## config.mk

```make
export PLATFORM = sky130hd
export DESIGN_NAME = debug_harness
export DESIGN_NICKNAME = d
export VERILOG_FILES = /design/src/logic/debug_pkg.sv /design/src/logic/retire_if.sv /design/src/logic/key_edge_detector.sv /design/src/logic/retire_capture.sv /design/src/logic/step_controller.sv /design/src/logic/seg7_decoder.sv /design/src/logic/debug_harness.sv
export SDC_FILE = /design/constraint.sdc
export NUM_CORES = 1
export LEC_CHECK = 0
export BUFFER_PORTS_ARGS = -buffer_cell sky130_fd_sc_hd__buf_2
export CAP_MARGIN = 40
export CORE_MARGIN = 3
export CORE_UTILIZATION = 52
export DETAILED_ROUTE_END_ITERATION = 8
export HOLD_SLACK_MARGIN = 0.06
export PLACE_DENSITY = 0.84
export RECOVER_POWER = 50
export SETUP_SLACK_MARGIN = 0.3
export SLEW_MARGIN = 20
export SYNTH_ARGS = -nofsm -noshare
export SYNTH_HDL_FRONTEND = slang
export SYNTH_HIERARCHICAL = 1
export SYNTH_SLANG_ARGS = --single-unit
```

## constraint.sdc

```tcl
create_clock -name clk -period 2 [get_ports clk]
set_clock_uncertainty 0.1 [all_clocks]
set_input_delay 0.2 -clock clk [delete_from_list [all_inputs] [get_ports clk]]
set_output_delay 0.2 -clock clk [all_outputs]
set_load 0.01 [all_outputs]
```

## src/logic/debug_pkg.sv

```systemverilog
`default_nettype none

package debug_pkg;

    // retired data is shown in full on the hex display with one nibble per digit
    localparam int DATA_WIDTH = 32;
    localparam int ADDR_WIDTH = 32;

    localparam int HEX_DIGITS = 8;
    localparam int SEG_WIDTH  = 7;  // segments a to g with no decimal point

    // the core runs until it retires, then waits for the operator
    typedef enum logic [0:0] {
        STEP_RUN  = 1'b0,
        STEP_HALT = 1'b1
    } step_state_t;

endpackage

`default_nettype wire

```

## src/logic/retire_if.sv

```systemverilog
`timescale 1ns/1ns
`default_nettype none

interface retire_if #(
    parameter int OPTN_REGMAP_DEPTH = 32
) ();

    import debug_pkg::*;

    localparam int RDEST_WIDTH = $clog2(OPTN_REGMAP_DEPTH);

    logic                   retire_en;
    logic [RDEST_WIDTH-1:0] retire_rdest;
    logic [DATA_WIDTH-1:0]  retire_data;
    logic                   redirect;       // sticky flag on the held side
    logic [ADDR_WIDTH-1:0]  redirect_addr;

    modport src (
        output retire_en,
        output retire_rdest,
        output retire_data,
        output redirect,
        output redirect_addr
    );

    modport snk (
        input  retire_en,
        input  retire_rdest,
        input  retire_data,
        input  redirect,
        input  redirect_addr
    );

endinterface

`default_nettype wire

```

## src/logic/key_edge_detector.sv

```systemverilog
`timescale 1ns/1ns
`default_nettype none

module key_edge_detector #(
    parameter int OPTN_SYNC_STAGES = 2
) (
    input  logic clk,
    input  logic n_rst,
    input  logic i_key_n,
    output logic o_pulse
);

    logic [OPTN_SYNC_STAGES-1:0] sync_q;
    logic                        key_level;
    logic                        key_level_q;

    assign key_level = sync_q[OPTN_SYNC_STAGES-1];  // pressed level that is safe in the clk domain

    // shift chain for the asynchronous button
    always_ff @(posedge clk) begin
        if (~n_rst) begin
            sync_q <= '0;
        end else begin
            sync_q <= {sync_q[OPTN_SYNC_STAGES-2:0], ~i_key_n};
        end
    end

    // a held key keeps key_level high, so only the first cycle fires
    always_ff @(posedge clk) begin
        if (~n_rst) begin
            key_level_q <= 1'b0;
            o_pulse     <= 1'b0;
        end else begin
            key_level_q <= key_level;
            o_pulse     <= key_level & ~key_level_q;
        end
    end

endmodule

`default_nettype wire

```

## src/logic/retire_capture.sv

```systemverilog
`timescale 1ns/1ns
`default_nettype none

module retire_capture #(
    parameter int OPTN_REGMAP_DEPTH = 32
) (
    input  logic  clk,
    input  logic  n_rst,
    retire_if.snk live,
    retire_if.src held
);

    import debug_pkg::*;

    localparam int RDEST_WIDTH = $clog2(OPTN_REGMAP_DEPTH);

    logic                   retire_en_q;
    logic [RDEST_WIDTH-1:0] rdest_q;
    logic [DATA_WIDTH-1:0]  data_q;
    logic                   redirect_q;
    logic [ADDR_WIDTH-1:0]  redirect_addr_q;

    always_ff @(posedge clk) begin
        if (~n_rst) begin
            retire_en_q     <= 1'b0;
            rdest_q         <= '0;
            data_q          <= '0;
            redirect_q      <= 1'b0;
            redirect_addr_q <= '0;
        end else begin
            retire_en_q <= live.retire_en;  // one cycle activity strobe

            if (live.retire_en) begin
                rdest_q <= live.retire_rdest;
                data_q  <= live.retire_data;
            end

            // a new redirect wins over the retire that would clear the flag
            if (live.redirect) begin
                redirect_q      <= 1'b1;
                redirect_addr_q <= live.redirect_addr;
            end else if (live.retire_en) begin
                redirect_q <= 1'b0;
            end
        end
    end

    assign held.retire_en     = retire_en_q;
    assign held.retire_rdest  = rdest_q;
    assign held.retire_data   = data_q;
    assign held.redirect      = redirect_q;
    assign held.redirect_addr = redirect_addr_q;  // kept after the flag clears

endmodule

`default_nettype wire

```

## src/logic/step_controller.sv

```systemverilog
`timescale 1ns/1ns
`default_nettype none

module step_controller (
    input  logic                   clk,
    input  logic                   n_rst,
    input  logic                   i_free_run,
    input  logic                   i_retire_en,
    input  logic                   i_key_pulse,
    output logic                   o_core_en,
    output debug_pkg::step_state_t o_state
);

    import debug_pkg::*;

    step_state_t state;
    step_state_t state_next;

    always_comb begin
        state_next = state;

        case (state)
            STEP_RUN:  state_next = i_retire_en ? STEP_HALT : STEP_RUN;
            STEP_HALT: state_next = i_key_pulse ? STEP_RUN : STEP_HALT;  // core is frozen here
            default:   state_next = STEP_RUN;
        endcase

        if (i_free_run) begin
            state_next = STEP_RUN;  // also releases a core that was already halted
        end
    end

    always_ff @(posedge clk) begin
        if (~n_rst) begin
            state <= STEP_RUN;
        end else begin
            state <= state_next;
        end
    end

    // enable comes straight from the state flop so it drops on the edge after the retire
    assign o_core_en = (state == STEP_RUN);
    assign o_state   = state;

endmodule

`default_nettype wire

```

## src/logic/seg7_decoder.sv

```systemverilog
`timescale 1ns/1ns
`default_nettype none

module seg7_decoder (
    input  logic                           n_rst,
    input  logic [3:0]                     i_hex,
    output logic [debug_pkg::SEG_WIDTH-1:0] o_seg
);

    import debug_pkg::*;

    // segments are active low and ordered {g, f, e, d, c, b, a}
    always_comb begin
        case (i_hex)
            4'h0:    o_seg = 7'b1000000;
            4'h1:    o_seg = 7'b1111001;
            4'h2:    o_seg = 7'b0100100;
            4'h3:    o_seg = 7'b0110000;
            4'h4:    o_seg = 7'b0011001;
            4'h5:    o_seg = 7'b0010010;
            4'h6:    o_seg = 7'b0000010;
            4'h7:    o_seg = 7'b1111000;
            4'h8:    o_seg = 7'b0000000;
            4'h9:    o_seg = 7'b0010000;
            4'ha:    o_seg = 7'b0001000;
            4'hb:    o_seg = 7'b0000011;  // lower case b because an upper case B would read as 8
            4'hc:    o_seg = 7'b1000110;
            4'hd:    o_seg = 7'b0100001;
            4'he:    o_seg = 7'b0000110;
            4'hf:    o_seg = 7'b0001110;
            default: o_seg = {SEG_WIDTH{1'b1}};
        endcase

        if (~n_rst) begin
            o_seg = {SEG_WIDTH{1'b1}};  // display dark while the board is held in reset
        end
    end

endmodule

`default_nettype wire

```

## src/logic/debug_harness.sv

```systemverilog
`timescale 1ns/1ns
`default_nettype none

module debug_harness #(
    parameter int OPTN_REGMAP_DEPTH = 32,
    parameter int OPTN_SYNC_STAGES  = 2
) (
    input  logic                                 clk,
    input  logic                                 n_rst,

    input  logic                                 i_key_n,
    input  logic                                 i_free_run,

    input  logic                                 i_retire_en,
    input  logic [$clog2(OPTN_REGMAP_DEPTH)-1:0] i_retire_rdest,
    input  logic [debug_pkg::DATA_WIDTH-1:0]     i_retire_data,
    input  logic                                 i_redirect,
    input  logic [debug_pkg::ADDR_WIDTH-1:0]     i_redirect_addr,

    output logic                                 o_core_en,

    output logic [17:0]                          o_ledr,
    output logic [7:0]                           o_ledg,

    output logic [debug_pkg::SEG_WIDTH-1:0]      o_hex0,
    output logic [debug_pkg::SEG_WIDTH-1:0]      o_hex1,
    output logic [debug_pkg::SEG_WIDTH-1:0]      o_hex2,
    output logic [debug_pkg::SEG_WIDTH-1:0]      o_hex3,
    output logic [debug_pkg::SEG_WIDTH-1:0]      o_hex4,
    output logic [debug_pkg::SEG_WIDTH-1:0]      o_hex5,
    output logic [debug_pkg::SEG_WIDTH-1:0]      o_hex6,
    output logic [debug_pkg::SEG_WIDTH-1:0]      o_hex7
);

    import debug_pkg::*;

    logic                 key_pulse;
    step_state_t          state;
    logic [SEG_WIDTH-1:0] hex_seg [HEX_DIGITS];

    retire_if #(
        .OPTN_REGMAP_DEPTH(OPTN_REGMAP_DEPTH)
    ) live_retire ();

    retire_if #(
        .OPTN_REGMAP_DEPTH(OPTN_REGMAP_DEPTH)
    ) held_retire ();

    // the core's retire and redirect outputs as they arrive
    assign live_retire.retire_en     = i_retire_en;
    assign live_retire.retire_rdest  = i_retire_rdest;
    assign live_retire.retire_data   = i_retire_data;
    assign live_retire.redirect      = i_redirect;
    assign live_retire.redirect_addr = i_redirect_addr;

    key_edge_detector #(
        .OPTN_SYNC_STAGES(OPTN_SYNC_STAGES)
    ) key_edge_detector_inst (
        .clk(clk),
        .n_rst(n_rst),
        .i_key_n(i_key_n),
        .o_pulse(key_pulse)
    );

    retire_capture #(
        .OPTN_REGMAP_DEPTH(OPTN_REGMAP_DEPTH)
    ) retire_capture_inst (
        .clk(clk),
        .n_rst(n_rst),
        .live(live_retire.snk),
        .held(held_retire.src)
    );

    step_controller step_controller_inst (
        .clk(clk),
        .n_rst(n_rst),
        .i_free_run(i_free_run),
        .i_retire_en(live_retire.retire_en),
        .i_key_pulse(key_pulse),
        .o_core_en(o_core_en),
        .o_state(state)
    );

    // digit i shows nibble i of the held data and hex0 is the least significant
    genvar i;
    generate
        for (i = 0; i < HEX_DIGITS; i++) begin : SEG7_DECODER_INSTANCES
            seg7_decoder seg7_decoder_inst (
                .n_rst(n_rst),
                .i_hex(held_retire.retire_data[i*4 +: 4]),
                .o_seg(hex_seg[i])
            );
        end
    endgenerate

    assign o_hex0 = hex_seg[0];
    assign o_hex1 = hex_seg[1];
    assign o_hex2 = hex_seg[2];
    assign o_hex3 = hex_seg[3];
    assign o_hex4 = hex_seg[4];
    assign o_hex5 = hex_seg[5];
    assign o_hex6 = hex_seg[6];
    assign o_hex7 = hex_seg[7];

    assign o_ledr[17]   = (state == STEP_HALT);
    assign o_ledr[16]   = held_retire.redirect;
    assign o_ledr[15:0] = held_retire.redirect_addr[15:0];  // low half fits the red bank
    assign o_ledg       = 8'(held_retire.retire_rdest);     // unused upper LEDs stay dark

endmodule

`default_nettype wire

```

==> reports/qor.log, run 1 <==
INFO  sta            min_period_over_period=98.17%
INFO  finish         area.growth.synth_to_final=60.28%
INFO  worst_setup_path worstRegToRegCells=2
INFO  placed_design  io_buffer_count=138
INFO  sta            finalWorstPathRequiredPeriod=1.963ns
INFO  sta            fin_setup_tns=0ns
INFO  clocking       cts_buffer_depth=2
INFO  power_and_ir_drop sw_share=35.00%
INFO  routing        detail_route.vias_per_cell=5.703
INFO  power_and_ir_drop share_clk_of_total_power=27.8%
INFO  global_routing grt_pass1_vias=4761
INFO  power_and_ir_drop fin_total_pwr=3.709mW
INFO  floorplan      pin_count=158
INFO  clocking       cts_tree=built
INFO  routing        dr_total_vias=4739
INFO  clocking       clkTransAtPathRegs=0.07ns
INFO  run_status     outcome=complete, no violations
INFO  clocking       cts_num_sinks=59
INFO  power_and_ir_drop share_comb_of_total_power=35.0%
INFO  worst_hold_path min_path_type=input port to flop
INFO  worst_setup_path critical_path_cell_count=5
INFO  clocking       cts_made_buffers=9
INFO  synthesis      synthesis.instances=495
INFO  finish         fraction_of_layout_instances_using_a_drive_strength_above_1=49.24%
INFO  finish         finish.cell_count_without_fillers=831
INFO  floorplan      start_util=53.63%
INFO  placed_design  place_worst_setup_slack=0.1824ns
INFO  power_and_ir_drop seqPwrFrac=37.2%
INFO  clocking       clockRootBuffer=sky130_fd_sc_hd__clkbuf_8
INFO  synthesis      synth.avg_cell_area=9.494um^2
INFO  worst_setup_path timing.critical_path.buf_inv=2
INFO  worst_setup_path worstPathArrival=1.66ns
INFO  placed_design  globalplace.congestion=0.8551
INFO  worst_setup_path ff2ff_setup_slack=0.87ns
INFO  floorplan      die_width=101.1um
INFO  global_routing global_route.overflow_total=0
INFO  power_and_ir_drop p_per_area=492.4nW/um^2
INFO  sta            final-setup-viol-count=0
INFO  routing        post-route-drc-count=0
INFO  floorplan      die_h=101.1um
INFO  floorplan      row_count=34
INFO  finish         multi_input_comb_area=3979um^2
INFO  power_and_ir_drop vdd.ir_drop.worst=0.3731mV
INFO  worst_setup_path timing.critical_path.cells=inv_4, ha_4, or2_4, a32oi_1, buf_2
INFO  sta            worst-slew-pin-transition=0.5189ns
INFO  worst_setup_path regToRegEndpoint=retire_capture_inst/held.retire_data[19]
INFO  worst_setup_path setup.worst_path.end=o_hex7[3]
INFO  worst_setup_path worst_setup_path_end_kind=output pin
INFO  routing        drt-total-wl=16550um
INFO  placed_design  detailed_place_hpwl=7768um
INFO  clocking       htree_num_levels=3
INFO  finish         insertedDiodeCount=0
INFO  routing        post_drt_antenna_nets=0
INFO  routing        drtPass1Iterations=5
INFO  sta            finalMaxSlewViolations=0
INFO  run            timing.max_cap.violations=0
INFO  global_routing grt_max_degree=48
INFO  floorplan      dieArea=10210um^2
INFO  worst_setup_path timing.setup.critical_path_class=flop to output pin
INFO  power_and_ir_drop leakage=3.017nW
INFO  sta            report.final.hold_viol_count=0
INFO  finish         fillCellCount=423
INFO  power_and_ir_drop internal_power=2.411mW
INFO  routing        detailedRoute.firstIterationViolations=126
INFO  worst_setup_path timing.critical_path.required=1.70ns
INFO  worst_setup_path worst_path_dominant_cell_family=flip-flops
INFO  worst_setup_path cp_max_fo=2
INFO  power_and_ir_drop switching_power=1.298mW
INFO  finish         nNetsFinal=849
INFO  worst_setup_path crit_start=retire_capture_inst/held.retire_data[28]
INFO  worst_setup_path crit-reg2reg-launch=retire_capture_inst/held.retire_data[19]
INFO  synthesis      yosysWarnings=6
INFO  routing        route.detailed.wl_per_inst=19.91um
INFO  worst_setup_path critical-path-slowest-cell=sky130_fd_sc_hd__dfxtp_2
INFO  floorplan      core_area=8763um^2
INFO  placed_design  place_inst=721
INFO  sta            rsz0062_at_grt=yes
INFO  synthesis      post_synthesis_instance_area=4700um^2
INFO  sta            worst_slack=0.03668ns
INFO  worst_setup_path max_stage_delay=0.36ns
INFO  global_routing groute.usage.overall=28.62%
INFO  global_routing grt_antenna_before_repair=0
INFO  sta            maxClockFrequency=509.3MHz
INFO  sta            max-slew-margin-rel=65.41%
INFO  worst_setup_path startpoint_type=flop
INFO  clocking       clock_latency=0.32ns
INFO  global_routing grt_pass1_wl=23580um
INFO  finish         area.sequential=1262um^2
==> worst min path at each step <==
stage,start,to,cells past startpoint
finish,n_rst,retire_capture_inst/held.retire_data[27],2
global route,n_rst,retire_capture_inst/held.retire_data[27],2
CTS,n_rst,retire_capture_inst/held.retire_data[27],2
detailed placement,i_key_n,key_edge_detector_inst/sync_q[0],2
global placement,i_key_n,key_edge_detector_inst/sync_q[0],2
floorplan,i_key_n,key_edge_detector_inst/sync_q[0],1
==> worst reg2reg max path, stage by stage (launching register included) <==
cell and delay, ns:
sky130_fd_sc_hd__dfxtp_2 0.58, sky130_fd_sc_hd__mux2i_1 0.21, sky130_fd_sc_hd__nor2b_1 0.16
==> registers in the layout, summed over array words and instances, names as in the netlist <==
register                                cells
retire_capture_inst/held.retire_data       32
retire_capture_inst/held.redirect_addr     16
step_controller_inst/o_state                1
retire_capture_inst/held.retire_rdest       5
key_edge_detector_inst/o_pulse              1
key_edge_detector_inst/sync_q               2
key_edge_detector_inst/key_level_q          1
retire_capture_inst/held.redirect           1
==> area by class of cell <==
class,instances,area share [%]
multi-input combinational,370,52.82
clock inverter,6,0.6478
sequential,59,16.76
clock buffer,10,1.827
tap,108,1.794
timing repair buffer,247,24.00
inverter,31,2.143
==> cells in the final DEF (no fill, tap or decap), types with 8 or more instances in the layout <==
cell                            count
sky130_fd_sc_hd__a32oi_1            9
sky130_fd_sc_hd__and2_1            17
sky130_fd_sc_hd__buf_2            127
sky130_fd_sc_hd__buf_4             14
sky130_fd_sc_hd__buf_6             33
sky130_fd_sc_hd__clkbuf_1          12
sky130_fd_sc_hd__clkbuf_8          10
sky130_fd_sc_hd__dfxtp_1           28
sky130_fd_sc_hd__dfxtp_2           14
sky130_fd_sc_hd__dfxtp_4           17
sky130_fd_sc_hd__dlygate4sd3_1     55
sky130_fd_sc_hd__ha_4              49
sky130_fd_sc_hd__inv_2              9
sky130_fd_sc_hd__inv_4             12
sky130_fd_sc_hd__mux2i_1           80
sky130_fd_sc_hd__mux2i_2            8
sky130_fd_sc_hd__nand2b_1          17
sky130_fd_sc_hd__nand3_1            9
sky130_fd_sc_hd__nand3b_1           8
sky130_fd_sc_hd__nor2b_1           62
sky130_fd_sc_hd__o21ai_1           16
sky130_fd_sc_hd__o311ai_2           8
sky130_fd_sc_hd__o31a_1            14
==> power by group through the flow <==
stage | Combinational, mW | Sequential [mW] | Clock [mW]
4_1_cts | 1.10 | 1.36 | 1.04
6_report | 1.30 | 1.38 | 1.03
3_5_place_dp | 0.831 | 1.38 | 0
5_1_grt | 1.38 | 1.39 | 1.10
3_3_place_gp | 0.799 | 1.37 | 0
2_1_floorplan | 0.592 | 1.34 | 0
==> metal layers <==
layer  global-route usage [%]  part of all wire [%]  vias up
li1                         -                     -     2178
met1                    31.86                    38     2296
met2                    54.18                    53      204
met3                    5.260                   4.8       61
met4                    9.100                   3.9        0
met5                        0                     0        -
==> repair_timing <==
action / 4_1_cts / 5_1_grt
buffers inserted: 32 / 7
setup endpoints to repair: 56 / 56
pin swaps: 62 / 55
endpoints found under the hold margin: 55 / 0
gates resized for setup: 189 / 85
hold buffers: 55 / 0
==> metrics by stage <==
stage                     hold WS, ns  util [%]  cell area [um^2]
after detailed placement       0.2752     61.24              5366
final                          0.2642     85.95              7532
after global routing           0.2716     85.95              7532
after floorplan                0.1716         -              4707
after global placement         0.2798     61.24              5366
after CTS                      0.1041     80.75              7077
Power figures use the tool's default switching activity.
==> inputs of run 2 (changes only) <==
--- a/config.mk
+++ b/config.mk
@@ -7,6 +7,7 @@
 export LEC_CHECK = 0
 export BUFFER_PORTS_ARGS = -buffer_cell sky130_fd_sc_hd__buf_2
 export CAP_MARGIN = 40
+export CORE_ASPECT_RATIO = 2
 export CORE_MARGIN = 3
 export CORE_UTILIZATION = 52
 export DETAILED_ROUTE_END_ITERATION = 8
==> reports/qor.log, run 2 (synthesis results as in run 1) <==
INFO  run_status     outcome=complete, no violations
INFO  finish         fraction_of_layout_instances_using_a_drive_strength_above_1=51.05%
INFO  finish         fillCellCount=382
INFO  worst_setup_path worst_setup_path_end_kind=output pin
INFO  clocking       cts_tree=built
INFO  floorplan      core_area=8708um^2
INFO  global_routing grt_antenna_before_repair=0
INFO  clocking       cts_buffer_depth=2
INFO  clocking       clock_latency=0.32ns
INFO  routing        dr_total_vias=4704
INFO  sta            worst-slew-pin-transition=1.355ns
INFO  finish         area.sequential=1270um^2
INFO  worst_setup_path regToRegEndpoint=retire_capture_inst/held.retire_data[20]
INFO  sta            rsz0062_at_grt=yes
INFO  sta            max-slew-margin-rel=9.681%
INFO  worst_hold_path hold_path_depth=3
INFO  floorplan      die_h=140.4um
INFO  worst_setup_path ff2ff_setup_slack=0.88ns
INFO  worst_hold_path min_to=retire_capture_inst/held.retire_data[28]
INFO  clocking       clockRootBuffer=sky130_fd_sc_hd__clkbuf_16
INFO  worst_setup_path cp_max_fo=3
INFO  worst_setup_path worstPathArrival=1.57ns
INFO  global_routing grt_max_degree=50
INFO  routing        detail_route.vias_per_cell=5.758
INFO  sta            fin_setup_tns=0ns
INFO  placed_design  place_inst=712
INFO  power_and_ir_drop p_per_area=554.6nW/um^2
INFO  placed_design  globalplace.congestion=0.8242
INFO  sta            report.final.hold_viol_count=0
INFO  global_routing global_route.overflow_total=0
INFO  floorplan      dieArea=10280um^2
INFO  global_routing grt_pass1_vias=5026
INFO  routing        route.detailed.wl_per_inst=20.45um
INFO  routing        drtPass1Iterations=4
INFO  routing        detailedRoute.firstIterationViolations=132
INFO  sta            maxClockFrequency=533.7MHz
INFO  worst_hold_path min_path_type=input port to flop
INFO  finish         nNetsFinal=843
INFO  worst_setup_path startpoint_type=flop
INFO  finish         finish.cell_count_without_fillers=817
INFO  sta            finalWorstPathRequiredPeriod=1.874ns
INFO  finish         final_core_util=87.82%
INFO  power_and_ir_drop leakage=3.046nW
INFO  worst_setup_path timing.critical_path.required=1.70ns
INFO  placed_design  detailed_place_hpwl=8903um
INFO  sta            min_period_over_period=93.69%
INFO  finish         insertedDiodeCount=0
INFO  routing        post_drt_antenna_nets=0
INFO  floorplan      start_util=53.97%
INFO  finish         area.growth.synth_to_final=62.73%
INFO  routing        post-route-drc-count=0
INFO  finish         mostFrequentLayoutCell=sky130_fd_sc_hd__buf_2
INFO  placed_design  io_buffer_count=138
INFO  routing        drt-total-wl=16710um
INFO  floorplan      pin_count=158
INFO  sta            final-setup-viol-count=0
INFO  global_routing grt_pass1_wl=24680um
INFO  clocking       htree_num_levels=3
INFO  finish         mostFrequentLayoutCells=sky130_fd_sc_hd__buf_2, sky130_fd_sc_hd__mux2i_1, sky130_fd_sc_hd__nor2b_1
INFO  finish         largest_register_ff_count=32
INFO  worst_setup_path worstRegToRegCells=5
INFO  floorplan      die_width=73.22um
INFO  run            timing.max_cap.violations=0
INFO  clocking       clkTransAtPathRegs=0.05ns
INFO  floorplan      row_count=48
INFO  worst_hold_path worstHoldStart=i_retire_data[28]
INFO  global_routing groute.usage.overall=30.48%
INFO  power_and_ir_drop vdd.ir_drop.worst=0.6970mV
INFO  sta            finalMaxSlewViolations=0
INFO  worst_setup_path crit-reg2reg-launch=retire_capture_inst/held.retire_data[20]
INFO  finish         multi_input_comb_area=4030um^2
INFO  worst_setup_path timing.setup.critical_path_class=flop to output pin
INFO  clocking       cts_num_sinks=59
INFO  clocking       cts_made_buffers=9
[run 2: cell count changes in the layout (fill, tap and decap cells not counted), moves of 3 or more]
cell,change
sky130_fd_sc_hd__buf_2,-4
sky130_fd_sc_hd__clkbuf_16,+9
sky130_fd_sc_hd__clkbuf_8,-10
sky130_fd_sc_hd__dlygate4sd3_1,-7
sky130_fd_sc_hd__buf_4,+5
sky130_fd_sc_hd__dfxtp_4,+3
sky130_fd_sc_hd__dfxtp_2,-3
sky130_fd_sc_hd__buf_6,-5
sky130_fd_sc_hd__buf_8,+3
sky130_fd_sc_hd__ha_4,-4
sky130_fd_sc_hd__ha_2,+4
[run 2: how the worst max path moves through the flow]
| stage | cells after the start | slack [ns] | from | to |
|---|---|---|---|---|
| CTS | 5 | 0.14 | retire_capture_inst/held.retire_data[21] | o_hex5[3] |
| floorplan | 4 | 0.32 | retire_capture_inst/held.retire_data[0] | o_hex0[3] |
| global route | 5 | 0.07 | retire_capture_inst/held.retire_data[20] | o_hex5[3] |
| detailed placement | 5 | 0.13 | retire_capture_inst/held.retire_data[21] | o_hex5[3] |
| global placement | 5 | 0.20 | retire_capture_inst/held.retire_data[21] | o_hex5[3] |
| finish | 6 | 0.13 | retire_capture_inst/held.retire_data[21] | o_hex5[1] |
[run 2: what timing repair did]
action                                  CTS  global route
pin swaps                                67            45
hold buffers                             48             0
endpoints found under the setup margin   56            56
setup buffers                            38             3
hold endpoints to repair                 48             0
gates resized for setup                 217            76
[run 2: final cells by class]
cell class,instances,share of cell area (%)
timing repair buffer,241,22.92
multi-input combinational,370,52.70
clock inverter,7,1.014
sequential,59,16.61
clock buffer,9,2.945
tap,100,1.636
inverter,31,2.176
[run 2: layer usage]
layer	track usage, %	share of wire [%]	up-vias
met5	0	0	-
met4	20.43	6.5	0
met3	5.819	3.5	85
met2	57.72	57	175
met1	27.25	33	2274
li1	-	-	2170
[run 2: critical path: stages (launching register included)]
cell                       delay, ns
sky130_fd_sc_hd__dfxtp_4        0.36
sky130_fd_sc_hd__inv_4          0.05
sky130_fd_sc_hd__ha_4           0.26
sky130_fd_sc_hd__buf_4          0.11
sky130_fd_sc_hd__nor2_4         0.04
sky130_fd_sc_hd__o311ai_2       0.25
sky130_fd_sc_hd__buf_2          0.19
[run 2: stage by stage]
step | power (mW) | setup slack [ns] | cell area [um^2] | hold WS, ns
final | 4.242 | 0.1262 | 7647 | 0.07255
after CTS | 4.084 | 0.1389 | 7297 | 0.06333
after floorplan | 1.931 | 0.3168 | 4707 | 0.1716
after detailed placement | 2.224 | 0.1334 | 5349 | 0.2651
after global routing | 4.412 | 0.06951 | 7647 | 0.06475
after global placement | 2.178 | 0.1991 | 5349 | 0.2646
[run 2: where the power goes]
group | internal, mW | switching, mW | leakage, nW
combinational | 0.689 | 0.630 | 2.41
clock | 0.969 | 0.576 | 0.134
sequential | 1.24 | 0.138 | 0.504
